--- src/source/spu_defs.svh ---
`ifndef SPU_DEFS_SVH
`define SPU_DEFS_SVH

// widths of the instruction set
`define SPU_INSTR_W 32
`define SPU_OP_W 11
`define SPU_REG_ADDR_W 7
`define SPU_IMM_W 18

// opcode prefixes; ISA bit 0 is word bit 31
`define SPU_OP11_FIELD 31:21
`define SPU_OP9_FIELD 31:23
`define SPU_OP8_FIELD 31:24
`define SPU_OP7_FIELD 31:25
`define SPU_OP4_FIELD 31:28

// register fields
`define SPU_RT_FIELD 6:0
`define SPU_RA_FIELD 13:7
`define SPU_RB_FIELD 20:14
`define SPU_RC_FIELD 6:0
`define SPU_RRR_RT_FIELD 27:21

// immediate fields
`define SPU_I7_FIELD 20:14
`define SPU_I10_FIELD 23:14
`define SPU_I16_FIELD 22:7
`define SPU_I18_FIELD 24:7

`endif

--- src/source/spu_decode_pkg.sv ---
`include "spu_defs.svh"

package spu_decode_pkg;

	typedef enum logic [2:0] {
		FMT_RR = 3'd0,
		FMT_RRR = 3'd1,
		FMT_RI7 = 3'd2,
		FMT_RI10 = 3'd4,
		FMT_RI16 = 3'd5,
		FMT_RI18 = 3'd6
	} instr_format_e;

	typedef enum logic [1:0] {
		EU_FP = 2'd0,
		EU_FX2 = 2'd1,
		EU_BYTE = 2'd2,
		EU_FX1 = 2'd3
	} even_unit_e;

	typedef enum logic [1:0] {
		OU_PERM = 2'd0,
		OU_LS = 2'd1,
		OU_BR = 2'd2
	} odd_unit_e;

	typedef struct packed {
		logic [`SPU_OP_W-1:0] opcode;
		instr_format_e format;
		even_unit_e unit;
		logic [`SPU_REG_ADDR_W-1:0] rt;
		logic [`SPU_REG_ADDR_W-1:0] ra;
		logic [`SPU_REG_ADDR_W-1:0] rb;
		logic [`SPU_REG_ADDR_W-1:0] rc;
		logic [`SPU_IMM_W-1:0] imm;
		logic reg_write;
	} even_op_t;

	typedef struct packed {
		logic [`SPU_OP_W-1:0] opcode;
		instr_format_e format;
		odd_unit_e unit;
		logic [`SPU_REG_ADDR_W-1:0] rt;
		logic [`SPU_REG_ADDR_W-1:0] ra;
		logic [`SPU_REG_ADDR_W-1:0] rb;
		logic [`SPU_IMM_W-1:0] imm;
		logic reg_write;
		logic odd_first; // odd op is the older one of its group
	} odd_op_t;

	// zero-extended opcode prefix of the format
	function automatic logic [`SPU_OP_W-1:0] opcode_field(
		input logic [`SPU_INSTR_W-1:0] instr,
		input instr_format_e fmt
	);
		logic [`SPU_OP_W-1:0] opc;
		case (fmt)
			FMT_RRR: opc = `SPU_OP_W'(instr[`SPU_OP4_FIELD]);
			FMT_RI18: opc = `SPU_OP_W'(instr[`SPU_OP7_FIELD]);
			FMT_RI10: opc = `SPU_OP_W'(instr[`SPU_OP8_FIELD]);
			FMT_RI16: opc = `SPU_OP_W'(instr[`SPU_OP9_FIELD]);
			default: opc = instr[`SPU_OP11_FIELD]; // RR and RI7
		endcase
		return opc;
	endfunction

	// sign-extended immediate of the format
	function automatic logic [`SPU_IMM_W-1:0] imm_field(
		input logic [`SPU_INSTR_W-1:0] instr,
		input instr_format_e fmt
	);
		logic [`SPU_IMM_W-1:0] imm;
		case (fmt)
			FMT_RI7: imm = `SPU_IMM_W'($signed(instr[`SPU_I7_FIELD]));
			FMT_RI10: imm = `SPU_IMM_W'($signed(instr[`SPU_I10_FIELD]));
			FMT_RI16: imm = `SPU_IMM_W'($signed(instr[`SPU_I16_FIELD]));
			FMT_RI18: imm = instr[`SPU_I18_FIELD];
			default: imm = '0; // register formats
		endcase
		return imm;
	endfunction

endpackage

--- src/source/even_decoder.sv ---
`timescale 1ns/1ps
`include "spu_defs.svh"

module even_decoder import spu_decode_pkg::*; (
	input logic [`SPU_INSTR_W-1:0] instr,
	output logic hit,
	output even_op_t op
);

	logic op11_hit;
	instr_format_e op11_fmt;
	even_unit_e op11_unit;
	logic ri16_hit;
	logic ri10_hit;
	even_unit_e ri10_unit;
	logic ri18_hit;
	logic rrr_hit;

	// RR and RI7 tables
	always_comb begin
		op11_hit = 1'b1;
		op11_fmt = FMT_RR;
		op11_unit = EU_FX1;
		case (instr[`SPU_OP11_FIELD])
			11'b01111000100, 11'b01111001100, 11'b01111000101, // mpy mpyu mpyh
			11'b01011000100, 11'b01011000101, 11'b01011000110, // fa fs fm
			11'b01111000010, 11'b01011000010: op11_unit = EU_FP; // fceq fcgt
			11'b00001011111, 11'b00001011011, 11'b00001011100, // shlh shl roth
			11'b00001011000, 11'b00001011101, 11'b00001011001, // rot rothm rotm
			11'b00001011110, 11'b00001011010: op11_unit = EU_FX2; // rotmah rotma
			11'b01010110100, 11'b00011010011,
			11'b00001010011, 11'b01001010011: op11_unit = EU_BYTE; // cntb avgb absdb sumb
			11'b00011001000, 11'b00011000000, 11'b00001001000, // ah a sfh
			11'b00001000000, 11'b00011000001, 11'b00001000001, // sf and or
			11'b01001000001, 11'b00011001001, // xor nand
			11'b01111010000, 11'b01111001000, 11'b01111000000, // ceqb ceqh ceq
			11'b01001010000, 11'b01001001000, 11'b01001000000, // cgtb cgth cgt
			11'b01011010000, 11'b01011001000, 11'b01011000000: op11_unit = EU_FX1;
			11'b00001111011, 11'b00001111100, 11'b00001111000, // shli rothi roti
			11'b00001111110, 11'b00001111010: begin // rotmahi rotmai
				op11_fmt = FMT_RI7;
				op11_unit = EU_FX2;
			end
			default: op11_hit = 1'b0;
		endcase
	end

	// ilh ilhu iohl
	assign ri16_hit = (instr[`SPU_OP9_FIELD] == 9'b010000011) ||
		(instr[`SPU_OP9_FIELD] == 9'b010000010) || (instr[`SPU_OP9_FIELD] == 9'b011000001);

	always_comb begin
		ri10_hit = 1'b1;
		ri10_unit = EU_FX1;
		case (instr[`SPU_OP8_FIELD])
			8'b01110100, 8'b01110101: ri10_unit = EU_FP; // mpyi mpyui
			8'b00011101, 8'b00011100, 8'b00001101, 8'b00001100, // ahi ai sfhi sfi
			8'b00010110, 8'b00010101, 8'b00010100, // andbi andhi andi
			8'b00000110, 8'b00000101, 8'b00000100, // orbi orhi ori
			8'b01000110, 8'b01000101, 8'b01000100, // xorbi xorhi xori
			8'b01111110, 8'b01111101, 8'b01111100, // ceqbi ceqhi ceqi
			8'b01001110, 8'b01001101, 8'b01001100, // cgtbi cgthi cgti
			8'b01011110, 8'b01011101, 8'b01011100: ri10_unit = EU_FX1;
			default: ri10_hit = 1'b0;
		endcase
	end

	assign ri18_hit = (instr[`SPU_OP7_FIELD] == 7'b0100001); // ila
	assign rrr_hit = (instr[`SPU_OP4_FIELD] == 4'b1100) || // mpya
		(instr[`SPU_OP4_FIELD] == 4'b1110) || (instr[`SPU_OP4_FIELD] == 4'b1111); // fma fms

	// longest prefix wins
	always_comb begin
		op = '0;
		hit = 1'b1;
		if (op11_hit) begin
			op.format = op11_fmt;
			op.unit = op11_unit;
		end else if (ri16_hit) begin
			op.format = FMT_RI16;
			op.unit = EU_FX1;
		end else if (ri10_hit) begin
			op.format = FMT_RI10;
			op.unit = ri10_unit;
		end else if (ri18_hit) begin
			op.format = FMT_RI18;
			op.unit = EU_FX1;
		end else if (rrr_hit) begin
			op.format = FMT_RRR;
			op.unit = EU_FP;
		end else begin
			hit = 1'b0; // zero word lands here too
		end
		if (hit) begin
			op.opcode = opcode_field(instr, op.format);
			op.imm = imm_field(instr, op.format);
			op.reg_write = 1'b1;
			op.rt = (op.format == FMT_RRR) ? instr[`SPU_RRR_RT_FIELD] : instr[`SPU_RT_FIELD];
			case (op.format)
				FMT_RR, FMT_RRR: begin
					op.ra = instr[`SPU_RA_FIELD];
					op.rb = instr[`SPU_RB_FIELD];
				end
				FMT_RI7, FMT_RI10: op.ra = instr[`SPU_RA_FIELD];
				default: ;
			endcase
			if (op.format == FMT_RRR)
				op.rc = instr[`SPU_RC_FIELD];
		end
	end

endmodule

--- src/source/odd_decoder.sv ---
`timescale 1ns/1ps
`include "spu_defs.svh"

module odd_decoder import spu_decode_pkg::*; (
	input logic [`SPU_INSTR_W-1:0] instr,
	output logic hit,
	output odd_op_t op
);

	logic tbl_hit;
	instr_format_e tbl_fmt;
	odd_unit_e tbl_unit;
	logic tbl_write;

	always_comb begin
		tbl_hit = 1'b1;
		tbl_fmt = FMT_RR;
		tbl_unit = OU_PERM;
		tbl_write = 1'b1;
		case (instr[`SPU_OP11_FIELD])
			11'b00111011011, 11'b00111011111, // shlqbi shlqby
			11'b00111011000, 11'b00111011100, // rotqbi rotqby
			11'b00110110010, 11'b00110110001, 11'b00110110000: tbl_unit = OU_PERM; // gbb gbh gb
			11'b00111000100: tbl_unit = OU_LS; // lqx
			11'b00101000100: begin // stqx
				tbl_unit = OU_LS;
				tbl_write = 1'b0;
			end
			11'b00110101000: begin // bi
				tbl_unit = OU_BR;
				tbl_write = 1'b0;
			end
			11'b00000000001: tbl_write = 1'b0; // lnop
			11'b00111111011, 11'b00111111111, // shlqbii shlqbyi
			11'b00111111000, 11'b00111111100: tbl_fmt = FMT_RI7; // rotqbii rotqbyi
			default: begin
				tbl_fmt = FMT_RI16;
				case (instr[`SPU_OP9_FIELD])
					9'b001100001: tbl_unit = OU_LS; // lqa
					9'b001000001: begin // stqa
						tbl_unit = OU_LS;
						tbl_write = 1'b0;
					end
					9'b001100110: tbl_unit = OU_BR; // brsl links
					9'b001100100, 9'b001100000, // br bra
					9'b001000010, 9'b001000000: begin // brnz brz
						tbl_unit = OU_BR;
						tbl_write = 1'b0;
					end
					default: begin
						tbl_fmt = FMT_RI10;
						tbl_unit = OU_LS;
						case (instr[`SPU_OP8_FIELD])
							8'b00110100: tbl_write = 1'b1; // lqd
							8'b00100100: tbl_write = 1'b0; // stqd
							default: tbl_hit = 1'b0;
						endcase
					end
				endcase
			end
		endcase
	end

	always_comb begin
		op = '0; // odd_first stays low here
		hit = tbl_hit;
		if (tbl_hit) begin
			op.format = tbl_fmt;
			op.unit = tbl_unit;
			op.reg_write = tbl_write;
			op.opcode = opcode_field(instr, tbl_fmt);
			op.imm = imm_field(instr, tbl_fmt);
			op.rt = instr[`SPU_RT_FIELD];
			if (tbl_fmt != FMT_RI16)
				op.ra = instr[`SPU_RA_FIELD];
			if (tbl_fmt == FMT_RR)
				op.rb = instr[`SPU_RB_FIELD];
		end
	end

endmodule

--- src/source/dual_issue_steer.sv ---
`timescale 1ns/1ps
`include "spu_defs.svh"

module dual_issue_steer import spu_decode_pkg::*; (
	input logic clk,
	input logic reset,
	input logic pair_valid,
	output logic pair_ready,
	input logic first_zero,
	input logic first_even_hit,
	input even_op_t first_even,
	input logic first_odd_hit,
	input odd_op_t first_odd,
	input logic second_zero,
	input logic second_even_hit,
	input even_op_t second_even,
	input logic second_odd_hit,
	input odd_op_t second_odd,
	output logic even_push,
	output even_op_t even_push_op,
	input logic even_room,
	output logic odd_push,
	output odd_op_t odd_push_op,
	input logic odd_room,
	output logic finished
);

	logic accept;
	logic stop;
	logic first_live, second_live;
	logic first_rw, second_rw;
	logic [`SPU_REG_ADDR_W-1:0] first_rt, second_rt;
	logic same_rt;
	logic dual, split;
	logic acc_even, acc_odd;
	even_op_t acc_even_op;
	odd_op_t acc_odd_op;
	logic hold_valid;
	logic hold_is_odd;
	even_op_t hold_even;
	odd_op_t hold_odd;
	logic hold_go;

	// a stop word kills itself and everything behind it
	assign stop = first_zero || second_zero;
	assign first_live = !first_zero && (first_even_hit || first_odd_hit);
	assign second_live = !stop && (second_even_hit || second_odd_hit);

	// even table wins if a word hits both
	assign first_rt = first_even_hit ? first_even.rt : first_odd.rt;
	assign first_rw = first_even_hit ? first_even.reg_write : first_odd.reg_write;
	assign second_rt = second_even_hit ? second_even.rt : second_odd.rt;
	assign second_rw = second_even_hit ? second_even.reg_write : second_odd.reg_write;
	assign same_rt = first_rw && second_rw && (first_rt == second_rt);

	assign dual = first_live && second_live && (first_even_hit != second_even_hit) && !same_rt;
	assign split = first_live && second_live && !dual;

	// what goes out on the accepting edge
	assign acc_even = (first_live && first_even_hit) || (second_live && second_even_hit && !split);
	assign acc_odd = (first_live && !first_even_hit) || (second_live && !second_even_hit && !split);

	always_comb begin
		acc_even_op = (first_live && first_even_hit) ? first_even : second_even;
		acc_odd_op = (first_live && !first_even_hit) ? first_odd : second_odd;
		acc_odd_op.odd_first = dual && !first_even_hit;
	end

	assign hold_go = hold_valid && (hold_is_odd ? odd_room : even_room);
	assign pair_ready = !hold_valid && !finished && even_room && odd_room;
	assign accept = pair_valid && pair_ready;

	assign even_push = hold_valid ? (hold_go && !hold_is_odd) : (accept && acc_even);
	assign odd_push = hold_valid ? (hold_go && hold_is_odd) : (accept && acc_odd);
	assign even_push_op = hold_valid ? hold_even : acc_even_op;
	assign odd_push_op = hold_valid ? hold_odd : acc_odd_op;

	always_ff @(posedge clk) begin
		if (reset) begin
			hold_valid <= 1'b0;
			finished <= 1'b0;
		end else begin
			if (accept && split)
				hold_valid <= 1'b1; // younger one waits a group
			else if (hold_go)
				hold_valid <= 1'b0;
			if (accept && stop)
				finished <= 1'b1; // sticky until reset
		end
	end

	always_ff @(posedge clk) begin
		if (accept && split) begin
			hold_is_odd <= !second_even_hit;
			hold_even <= second_even;
			hold_odd <= second_odd;
		end
	end

endmodule

--- src/source/issue_skid.sv ---
`timescale 1ns/1ps
`include "spu_defs.svh"

module issue_skid import spu_decode_pkg::*; #(
	parameter type payload_t = even_op_t
) (
	input logic clk,
	input logic reset,
	input logic push,
	input payload_t push_data,
	output logic room,
	output logic out_valid,
	input logic out_ready,
	output payload_t out_data
);

	payload_t mem [2];
	logic wr_ptr;
	logic rd_ptr;
	logic [1:0] count;
	logic [1:0] count_next;
	logic pop;

	assign out_valid = (count != 2'd0);
	assign out_data = mem[rd_ptr];
	assign pop = out_valid && out_ready;
	assign count_next = count + {1'b0, push} - {1'b0, pop};

	always_ff @(posedge clk) begin
		if (reset) begin
			wr_ptr <= 1'b0;
			rd_ptr <= 1'b0;
			count <= 2'd0;
			room <= 1'b1;
		end else begin
			if (push)
				wr_ptr <= !wr_ptr;
			if (pop)
				rd_ptr <= !rd_ptr;
			count <= count_next;
			room <= (count_next != 2'd2); // low only when both slots hold data
		end
	end

	always_ff @(posedge clk) begin
		if (push)
			mem[wr_ptr] <= push_data;
	end

endmodule

--- src/source/spu_decode.sv ---
`timescale 1ns/1ps
`include "spu_defs.svh"

module spu_decode import spu_decode_pkg::*; (
	input logic clk,
	input logic reset,
	input logic pair_valid,
	output logic pair_ready,
	input logic [`SPU_INSTR_W-1:0] instr_first,
	input logic [`SPU_INSTR_W-1:0] instr_second,
	output logic even_valid,
	input logic even_ready,
	output logic [`SPU_OP_W-1:0] even_opcode,
	output instr_format_e even_format,
	output even_unit_e even_unit,
	output logic [`SPU_REG_ADDR_W-1:0] even_rt,
	output logic [`SPU_REG_ADDR_W-1:0] even_ra,
	output logic [`SPU_REG_ADDR_W-1:0] even_rb,
	output logic [`SPU_REG_ADDR_W-1:0] even_rc,
	output logic [`SPU_IMM_W-1:0] even_imm,
	output logic even_reg_write,
	output logic odd_valid,
	input logic odd_ready,
	output logic [`SPU_OP_W-1:0] odd_opcode,
	output instr_format_e odd_format,
	output odd_unit_e odd_unit,
	output logic [`SPU_REG_ADDR_W-1:0] odd_rt,
	output logic [`SPU_REG_ADDR_W-1:0] odd_ra,
	output logic [`SPU_REG_ADDR_W-1:0] odd_rb,
	output logic [`SPU_IMM_W-1:0] odd_imm,
	output logic odd_reg_write,
	output logic odd_first,
	output logic finished
);

	logic first_zero, second_zero;
	logic first_even_hit, second_even_hit;
	logic first_odd_hit, second_odd_hit;
	even_op_t first_even, second_even;
	odd_op_t first_odd, second_odd;
	logic even_push, odd_push;
	even_op_t even_push_op, even_out;
	odd_op_t odd_push_op, odd_out;
	logic even_room, odd_room;

	assign first_zero = (instr_first == '0); // stop marker
	assign second_zero = (instr_second == '0);

	even_decoder u_even_first (.instr(instr_first), .hit(first_even_hit), .op(first_even));
	odd_decoder u_odd_first (.instr(instr_first), .hit(first_odd_hit), .op(first_odd));
	even_decoder u_even_second (.instr(instr_second), .hit(second_even_hit), .op(second_even));
	odd_decoder u_odd_second (.instr(instr_second), .hit(second_odd_hit), .op(second_odd));

	dual_issue_steer u_steer (
		.clk(clk), .reset(reset), .pair_valid(pair_valid), .pair_ready(pair_ready),
		.first_zero(first_zero), .first_even_hit(first_even_hit), .first_even(first_even),
		.first_odd_hit(first_odd_hit), .first_odd(first_odd),
		.second_zero(second_zero), .second_even_hit(second_even_hit),
		.second_even(second_even), .second_odd_hit(second_odd_hit), .second_odd(second_odd),
		.even_push(even_push), .even_push_op(even_push_op), .even_room(even_room),
		.odd_push(odd_push), .odd_push_op(odd_push_op), .odd_room(odd_room),
		.finished(finished)
	);

	issue_skid #(.payload_t(even_op_t)) u_even_skid (
		.clk(clk), .reset(reset), .push(even_push), .push_data(even_push_op),
		.room(even_room), .out_valid(even_valid), .out_ready(even_ready), .out_data(even_out)
	);

	issue_skid #(.payload_t(odd_op_t)) u_odd_skid (
		.clk(clk), .reset(reset), .push(odd_push), .push_data(odd_push_op),
		.room(odd_room), .out_valid(odd_valid), .out_ready(odd_ready), .out_data(odd_out)
	);

	assign even_opcode = even_out.opcode;
	assign even_format = even_out.format;
	assign even_unit = even_out.unit;
	assign even_rt = even_out.rt;
	assign even_ra = even_out.ra;
	assign even_rb = even_out.rb;
	assign even_rc = even_out.rc;
	assign even_imm = even_out.imm;
	assign even_reg_write = even_out.reg_write;

	assign odd_opcode = odd_out.opcode;
	assign odd_format = odd_out.format;
	assign odd_unit = odd_out.unit;
	assign odd_rt = odd_out.rt;
	assign odd_ra = odd_out.ra;
	assign odd_rb = odd_out.rb;
	assign odd_imm = odd_out.imm;
	assign odd_reg_write = odd_out.reg_write;
	assign odd_first = odd_out.odd_first;

endmodule

--- config.mk ---
export PLATFORM = sky130hd
export DESIGN_NAME = spu_decode
export DESIGN_NICKNAME = d
export VERILOG_FILES = /design/src/source/spu_decode_pkg.sv /design/src/source/even_decoder.sv /design/src/source/odd_decoder.sv /design/src/source/dual_issue_steer.sv /design/src/source/issue_skid.sv /design/src/source/spu_decode.sv
export VERILOG_INCLUDE_DIRS = /design/src /design/src/source
export SDC_FILE = /design/constraint.sdc
export NUM_CORES = 1
export LEC_CHECK = 0
export BUFFER_PORTS_ARGS = -buffer_cell sky130_fd_sc_hd__buf_2
export CORE_AREA = 8 8 241 243
export DETAILED_ROUTE_END_ITERATION = 8
export DIE_AREA = 0 0 249 251
export SETUP_SLACK_MARGIN = 0.3
export SLEW_MARGIN = 20
export SYNTH_ARGS = -nofsm -noshare
export SYNTH_HDL_FRONTEND = slang
export SYNTH_SLANG_ARGS = --single-unit
--- constraint.sdc ---
create_clock -name clk -period 8.9 [get_ports clk]
set_clock_uncertainty 0.1 [all_clocks]
set_input_delay 0.89 -clock clk [delete_from_list [all_inputs] [get_ports clk]]
set_output_delay 0.89 -clock clk [all_outputs]
set_load 0.005 [all_outputs]
======== Yosys cells after proc, flatten, opt, wreduce, memory -nomap -nowiden ========
Memories as Yosys holds them, arrays and structs flattened. A register that Yosys moved wholly into a read port is not among the register bits.
Index checks and enable logic that the tools add are counted.
W data, S select, Z words.
cells by class
  add/subtract/negate cells ............... 4
  eq/ne operators ......................... 220
  muxes and demuxes ....................... 97
  reductions and logical operators ........ 106
operators by type and width
  cell                    number
  $eq A11 B10 Y1 const B  40
  $eq A11 B7 Y1 const B   34
  $eq A11 B9 Y1 const B   28
  $pmux W18 S4            4
  $eq A8 B7 Y1 const B    28
  $pmux W11 S4            4
  $eq A9 B7 Y1 const B    14
  $mux W63                2
  $mux W57                2
  $mux W56                2
  $eq A11 B8 Y1 const B   10
  $mux W7                 14
  $mux W47                2
  $reduce_or A42 Y1       2
  $eq A8 B5 Y1 const B    10
  $logic_not A32 Y1       2
  $eq A9 B8 Y1 const B    6
  $eq A8 B3 Y1 const B    6
  $reduce_or A12 Y1       4
  $reduce_or A24 Y1       2
  $mux W5                 8
  $mux W1                 39
  $eq A3 B3 Y1 const B    12
  $eq A8 B4 Y1 const B    4
  32 further kinds        148
storage, ports and cells
  register bits after elaboration ......... 132
  bits in writable memories ............... 240
  bits of input ports ..................... 69
  output and inout port bits .............. 124
  word-level logic and storage cells ...... 457
  memories kept ........................... 2
memory list
  memory           words  width  rd ports  clocked after memory_dff  write ports  RTL line          text
  u_even_skid.mem  2      63     1         1                         1            issue_skid.sv:17  payload_t mem [2];
  u_odd_skid.mem   2      57     1         1                         1            issue_skid.sv:17

======== Longest topological paths before layout ========
  depth in word-level cells ............... 27
  mapped depth ............................ 19
  mapped depth without buffers ............ 16

======== Hierarchy ========
A second synthesis with hierarchy kept.
second synthesis, totals
  cell total of the unflattened synthesis .. 1,756
  area, all modules ....................... 20,799.9 µm²
modules (own cells, without submodules)
  module                     instances  cells each  area an instance (µm²)  seq. area each (µm²)
  dual_issue_steer           1          581         6,551.3                 3,673.5
  issue_skid at u_even_skid  1          220         4,790.8                 3,903.7
  issue_skid at u_odd_skid   1          201         4,365.4                 3,543.4
  even_decoder               2          209         1,430.1                 0.0
  odd_decoder                2          157         1,043.5                 0.0
  spu_decode                 1          22          145.1                   0.0

======== Worst setup path after synthesis ========
Ideal clock, no wire load.
  path kind ............................... in2reg
  from .................................... in instr_second[23]
  to ...................................... mem u_even_skid.mem[0][0] (netlist name) (enable)
  library setup time ...................... 0.484 ns
  data arrival time ....................... 5.928 ns
  required time ........................... 8.316 ns
  path slack .............................. 2.388 ns
  cell stages on the path ................. 13
  path buffers ............................ 2
  cell sequence ........................... buf_2 or4_1 a2111oi_0 a31oi_1 o2111ai_2 nor2_2 buf_6 o211ai_1 xor2_1 or4b_4 nor2_2 a31o_4 nor2_1
on the way
  longest elaborated chain between the ends .. 22
  elaborated cells between the ends (all ways) .. 116
  those cells by class .................... eq/ne: 70; mux: 18; reduce/logical: 28
RTL lines
  element                                                            RTL line                text
  start, declared                                                    spu_decode.sv:10        input logic [`SPU_INSTR_W-1:0] instr_second,
  parallel branches: the longest is 16 deep, another holds $mux W47  -
  $logic_and A1 B1 Y1 *                                              dual_issue_steer.sv:60  assign acc_even = (first_live && first_even_hit) || (second_live && second_even_hit && !split);
  $logic_or A1 B1 Y1 *                                               dual_issue_steer.sv:60
  $logic_and A1 B1 Y1 *                                              dual_issue_steer.sv:73  assign even_push = hold_valid ? (hold_go && !hold_is_odd) : (accept && acc_even);
  $mux W1 *                                                          dual_issue_steer.sv:73
  $mux W1 *                                                          issue_skid.sv:46        if (push)
  $mux W1 (not written as such) *                                    issue_skid.sv:47        mem[wr_ptr] <= push_data;
  end, declared                                                      issue_skid.sv:17
Mark *: on every way between the ends.

======== Final worst setup path ========
  from .................................... in instr_first[28]
  to ...................................... reg u_steer.hold_even[13] (netlist name) (enable)
on the way
  longest elaborated chain between the ends .. 19
  elaborated cells between the ends (all ways) .. 154
  those cells by class .................... eq/ne: 100; mux: 24; reduce/logical: 30
RTL lines
  element                                                            RTL line                text
  start, declared                                                    spu_decode.sv:9         input logic [`SPU_INSTR_W-1:0] instr_first,
  parallel branches: the longest is 17 deep, another holds $mux W47  -
  $logic_and A1 B1 Y1 *                                              dual_issue_steer.sv:57  assign split = first_live && second_live && !dual;
  $logic_and A1 B1 Y1 *                                              dual_issue_steer.sv:93  if (accept && split) begin
  end signal, assigned                                               dual_issue_steer.sv:95  hold_even <= second_even;
  end, declared                                                      dual_issue_steer.sv:40  even_op_t hold_even;
Marks and branches as above.
A chain may end at the register's enable or synchronous reset.

==> flow_summary.ini <==
[timing]
grt_setup_unrepaired = no
fmax_mhz = 164
worst_pin_slew_ns = 1.08
finalCriticalPeriod_ns = 6.11
drv_slew = 0
min_period_over_period_pct = 68.6
hold_viol_final = 0
slew_headroom_pct = 28.3
hold_slack_ns = 0.411
setup_viol = 0
tns_ns = 0

[floorplanning]
fp.dieW_um = 249
rows = 86
design.core.area_um2 = 54300
io_pins = 193
start_util_pct = 34.6
die_area_um2 = 62500
die_h_um = 251

[logic_synthesis]
synthMuxAreaShare_pct = 8.61
synth_top_area_share_pct = 57.4
synth_top_cell_by_area = edfxtp_1
synth-edff-count = 360
synthArstFlopShare_pct = 0
synth_ff_type = edfxtp_1
synth_xor_area_share_pct = 0.744
syn_area_um2 = 18800
ys_seq_area_share_pct = 58.9
ys_warn_count = 0
synthSimpleGateAreaFrac_pct = 13.5
synth_compound_area_share_pct = 14.1
ys_types = 91
synth_cells = 1628
synth-seq-cells = 374
avgSynthCellArea_um2 = 11.6
ys_top_cells_by_area = edfxtp_1 57%, mux2_2 7.8%, nand2_1 3.7%
synthAdderAreaFrac_pct = 0.266
synth_top_family_by_area = compound AO/OA/AOI/OAI gates

[cts]
clockRootBuffer = clkbuf_16
ctsResizeCount = 0
numClockSinks = 374
cts_setup_buffers = 0
clock_latency_ns = 0.57
cts_max_path_buffers = 3
cts_tree = built
cts_buffers = 42
cts_hold_buf = 0
cts.clk_slew.worst_paths_ns = 0.06
h-tree-depth = 2

[routing]
wl_per_cell_um = 25.1
drt-vias-per-instance = 5.65
drtIter0Drc = 1678
postRouteAntennaNets = 0
route.detailed.drc = 0
route.vias.total = 14200
drt-total-wl_um = 63300
firstDrtPassIters = 6

[layout]
final_cell_mix = 360 x edfxtp_1, 192 x buf_2, 186 x nand2_1, 131 x mux2_2, 126 x a21oi_1
fin_area_um2 = 21700
nNetsFinal = 1851
drive_gt1_share_pct = 24.8
area_growth_pct = 15.3
mostFrequentLayoutCell = edfxtp_1

[pwr]
power.total_w = 0.00470
power_leakage_nw = 7.82
irDropWorstVdd_uv = 119
p_per_area_nw_per_um2 = 217

[critical_path]
cp.arrival_ns = 6.21
critical_path.max_fanout = 69
cp-end-kind = flip-flop
criticalPathCategory = primary input to flip-flop
cp_cell_sequence = buf_2 > nand2_1 > a211oi_1 > nor3_1 > buf_4 > or4_1 > nor2_8 > o21ai_1 > xor2_1 > or4_1 > nor2_2 > o21ai_1 > inv_4 > buf_4
required_ns = 9.01
startpoint_type = primary input
slowest_delay_ns = 0.80
slowest_stage = nor2_8

[global_routing]
busiest_layer = met2
grtUsageMet2_pct = 32.0
grt_max_degree = 115
antenna_found_initial = 14
grt_pass1_vias = 13900
grt_remaining_overflow = 0
grt_use_total_pct = 19.5
grt_util_met1_pct = 25.3
grt_pass1_wl_um = 93200
grt_use_met3_pct = 4.48

[hold_path]
hp-class = flip-flop to flip-flop

[placement]
io_buffers = 192
place_congestion = 0.908
dpl-instance-area_um2 = 20500
hpwlAfterDp_um = 44800

[outcome]
outcome = finished clean

[run]
cap_violations = 0
==> routing by layer <==
metal / wire length, µm / share of wire (%)
met2: 29900 / 47
met3: 5050 / 8.0
met5: 90 / 0.14
met1: 26300 / 42
met4: 1910 / 3.0
==> path summary, 6_finish.rpt <==
kind         slack (ns)  cells after the start                             from                               to
max                2.79                     14                  instr_first[28]  u_steer.hold_even[13]$_DFFE_PP_
min                0.41                      2    u_steer.finished$_SDFFE_PP0P_    u_steer.finished$_SDFFE_PP0P_
max reg2reg        5.43                      3  u_steer.hold_valid$_SDFFE_PP0P_  u_odd_skid.mem[0][38]$_DFFE_PP_
min reg2reg        0.41                      2    u_steer.finished$_SDFFE_PP0P_    u_steer.finished$_SDFFE_PP0P_
==> Yosys cell counts (9+ instances only) <==
master,count
mux2_2,131
nor2b_1,16
o21ai_0,86
a21boi_0,9
and3_1,18
buf_2,16
o211ai_1,12
buf_1,11
nand3_1,27
nand2_1,186
a21o_1,16
nor2_1,76
a22oi_1,27
xor2_1,9
nand2b_1,16
a21oi_1,126
nor3_1,28
clkbuf_1,82
a221oi_1,23
edfxtp_1,360
a221o_1,13
and2_1,41
dfxtp_1,14
or4_1,10
or2_2,10
mux2i_1,13
inv_1,68
nor4_1,25
nand4_1,9
==> registers in the layout, summed over array words and instances (netlist names), 2 cells and up, named ones only <==
| name | cells |
|---|---|
| u_steer.hold_even | 63 |
| u_odd_skid.count | 2 |
| u_steer.hold_odd | 56 |
| u_even_skid.count | 2 |
| u_even_skid.mem | 126 |
| u_odd_skid.mem | 114 |
==> layout make-up <==
class | count | area (µm²)
Fill cell | 5215 | 32600
Sequential cell | 374 | 11100
Multi-Input combinational cell | 1074 | 7070
Timing Repair Buffer | 216 | 1140
Clock buffer | 53 | 1110
Tap cell | 704 | 881
Inverter | 70 | 265
Clock inverter | 18 | 119
Antenna cell | 8 | 20.0
==> worst max-delay path: cells and delay by family <==
kind	cells	cell delay, ns
AND/OR/NAND/NOR	6	2.64
buffers and inverters	4	1.75
AO/OA/AOI/OAI	3	0.62
XOR/XNOR	1	0.20
==> metrics by stage <==
stage          worst slack [ns]  cells  util, %
3_3_place_gp               2.46   2438     37.6
4_1_cts                    2.94   2509     39.9
3_5_place_dp               2.36   2438     37.6
5_1_grt                    2.47   2510     39.9
6_report                   2.79   2517     39.9
2_1_floorplan              2.39   1630        -
==> cells by family after synthesis <==
family / Yosys count
fa+ha+maj: 4
other cells: 1
buf+inv: 182
simple gates: 501
mux: 145
compound gates: 405
flops: 374
xor+xnor: 16
==> where the power goes <==
part	internal (W)	switching [W]	total, W
sequential	0.00209	0.0000393	0.00213
combinational	0.000408	0.000571	0.000979
clock	0.000910	0.000685	0.00160
total	0.00340	0.00130	0.00470
Power figures use the tool's default switching activity.
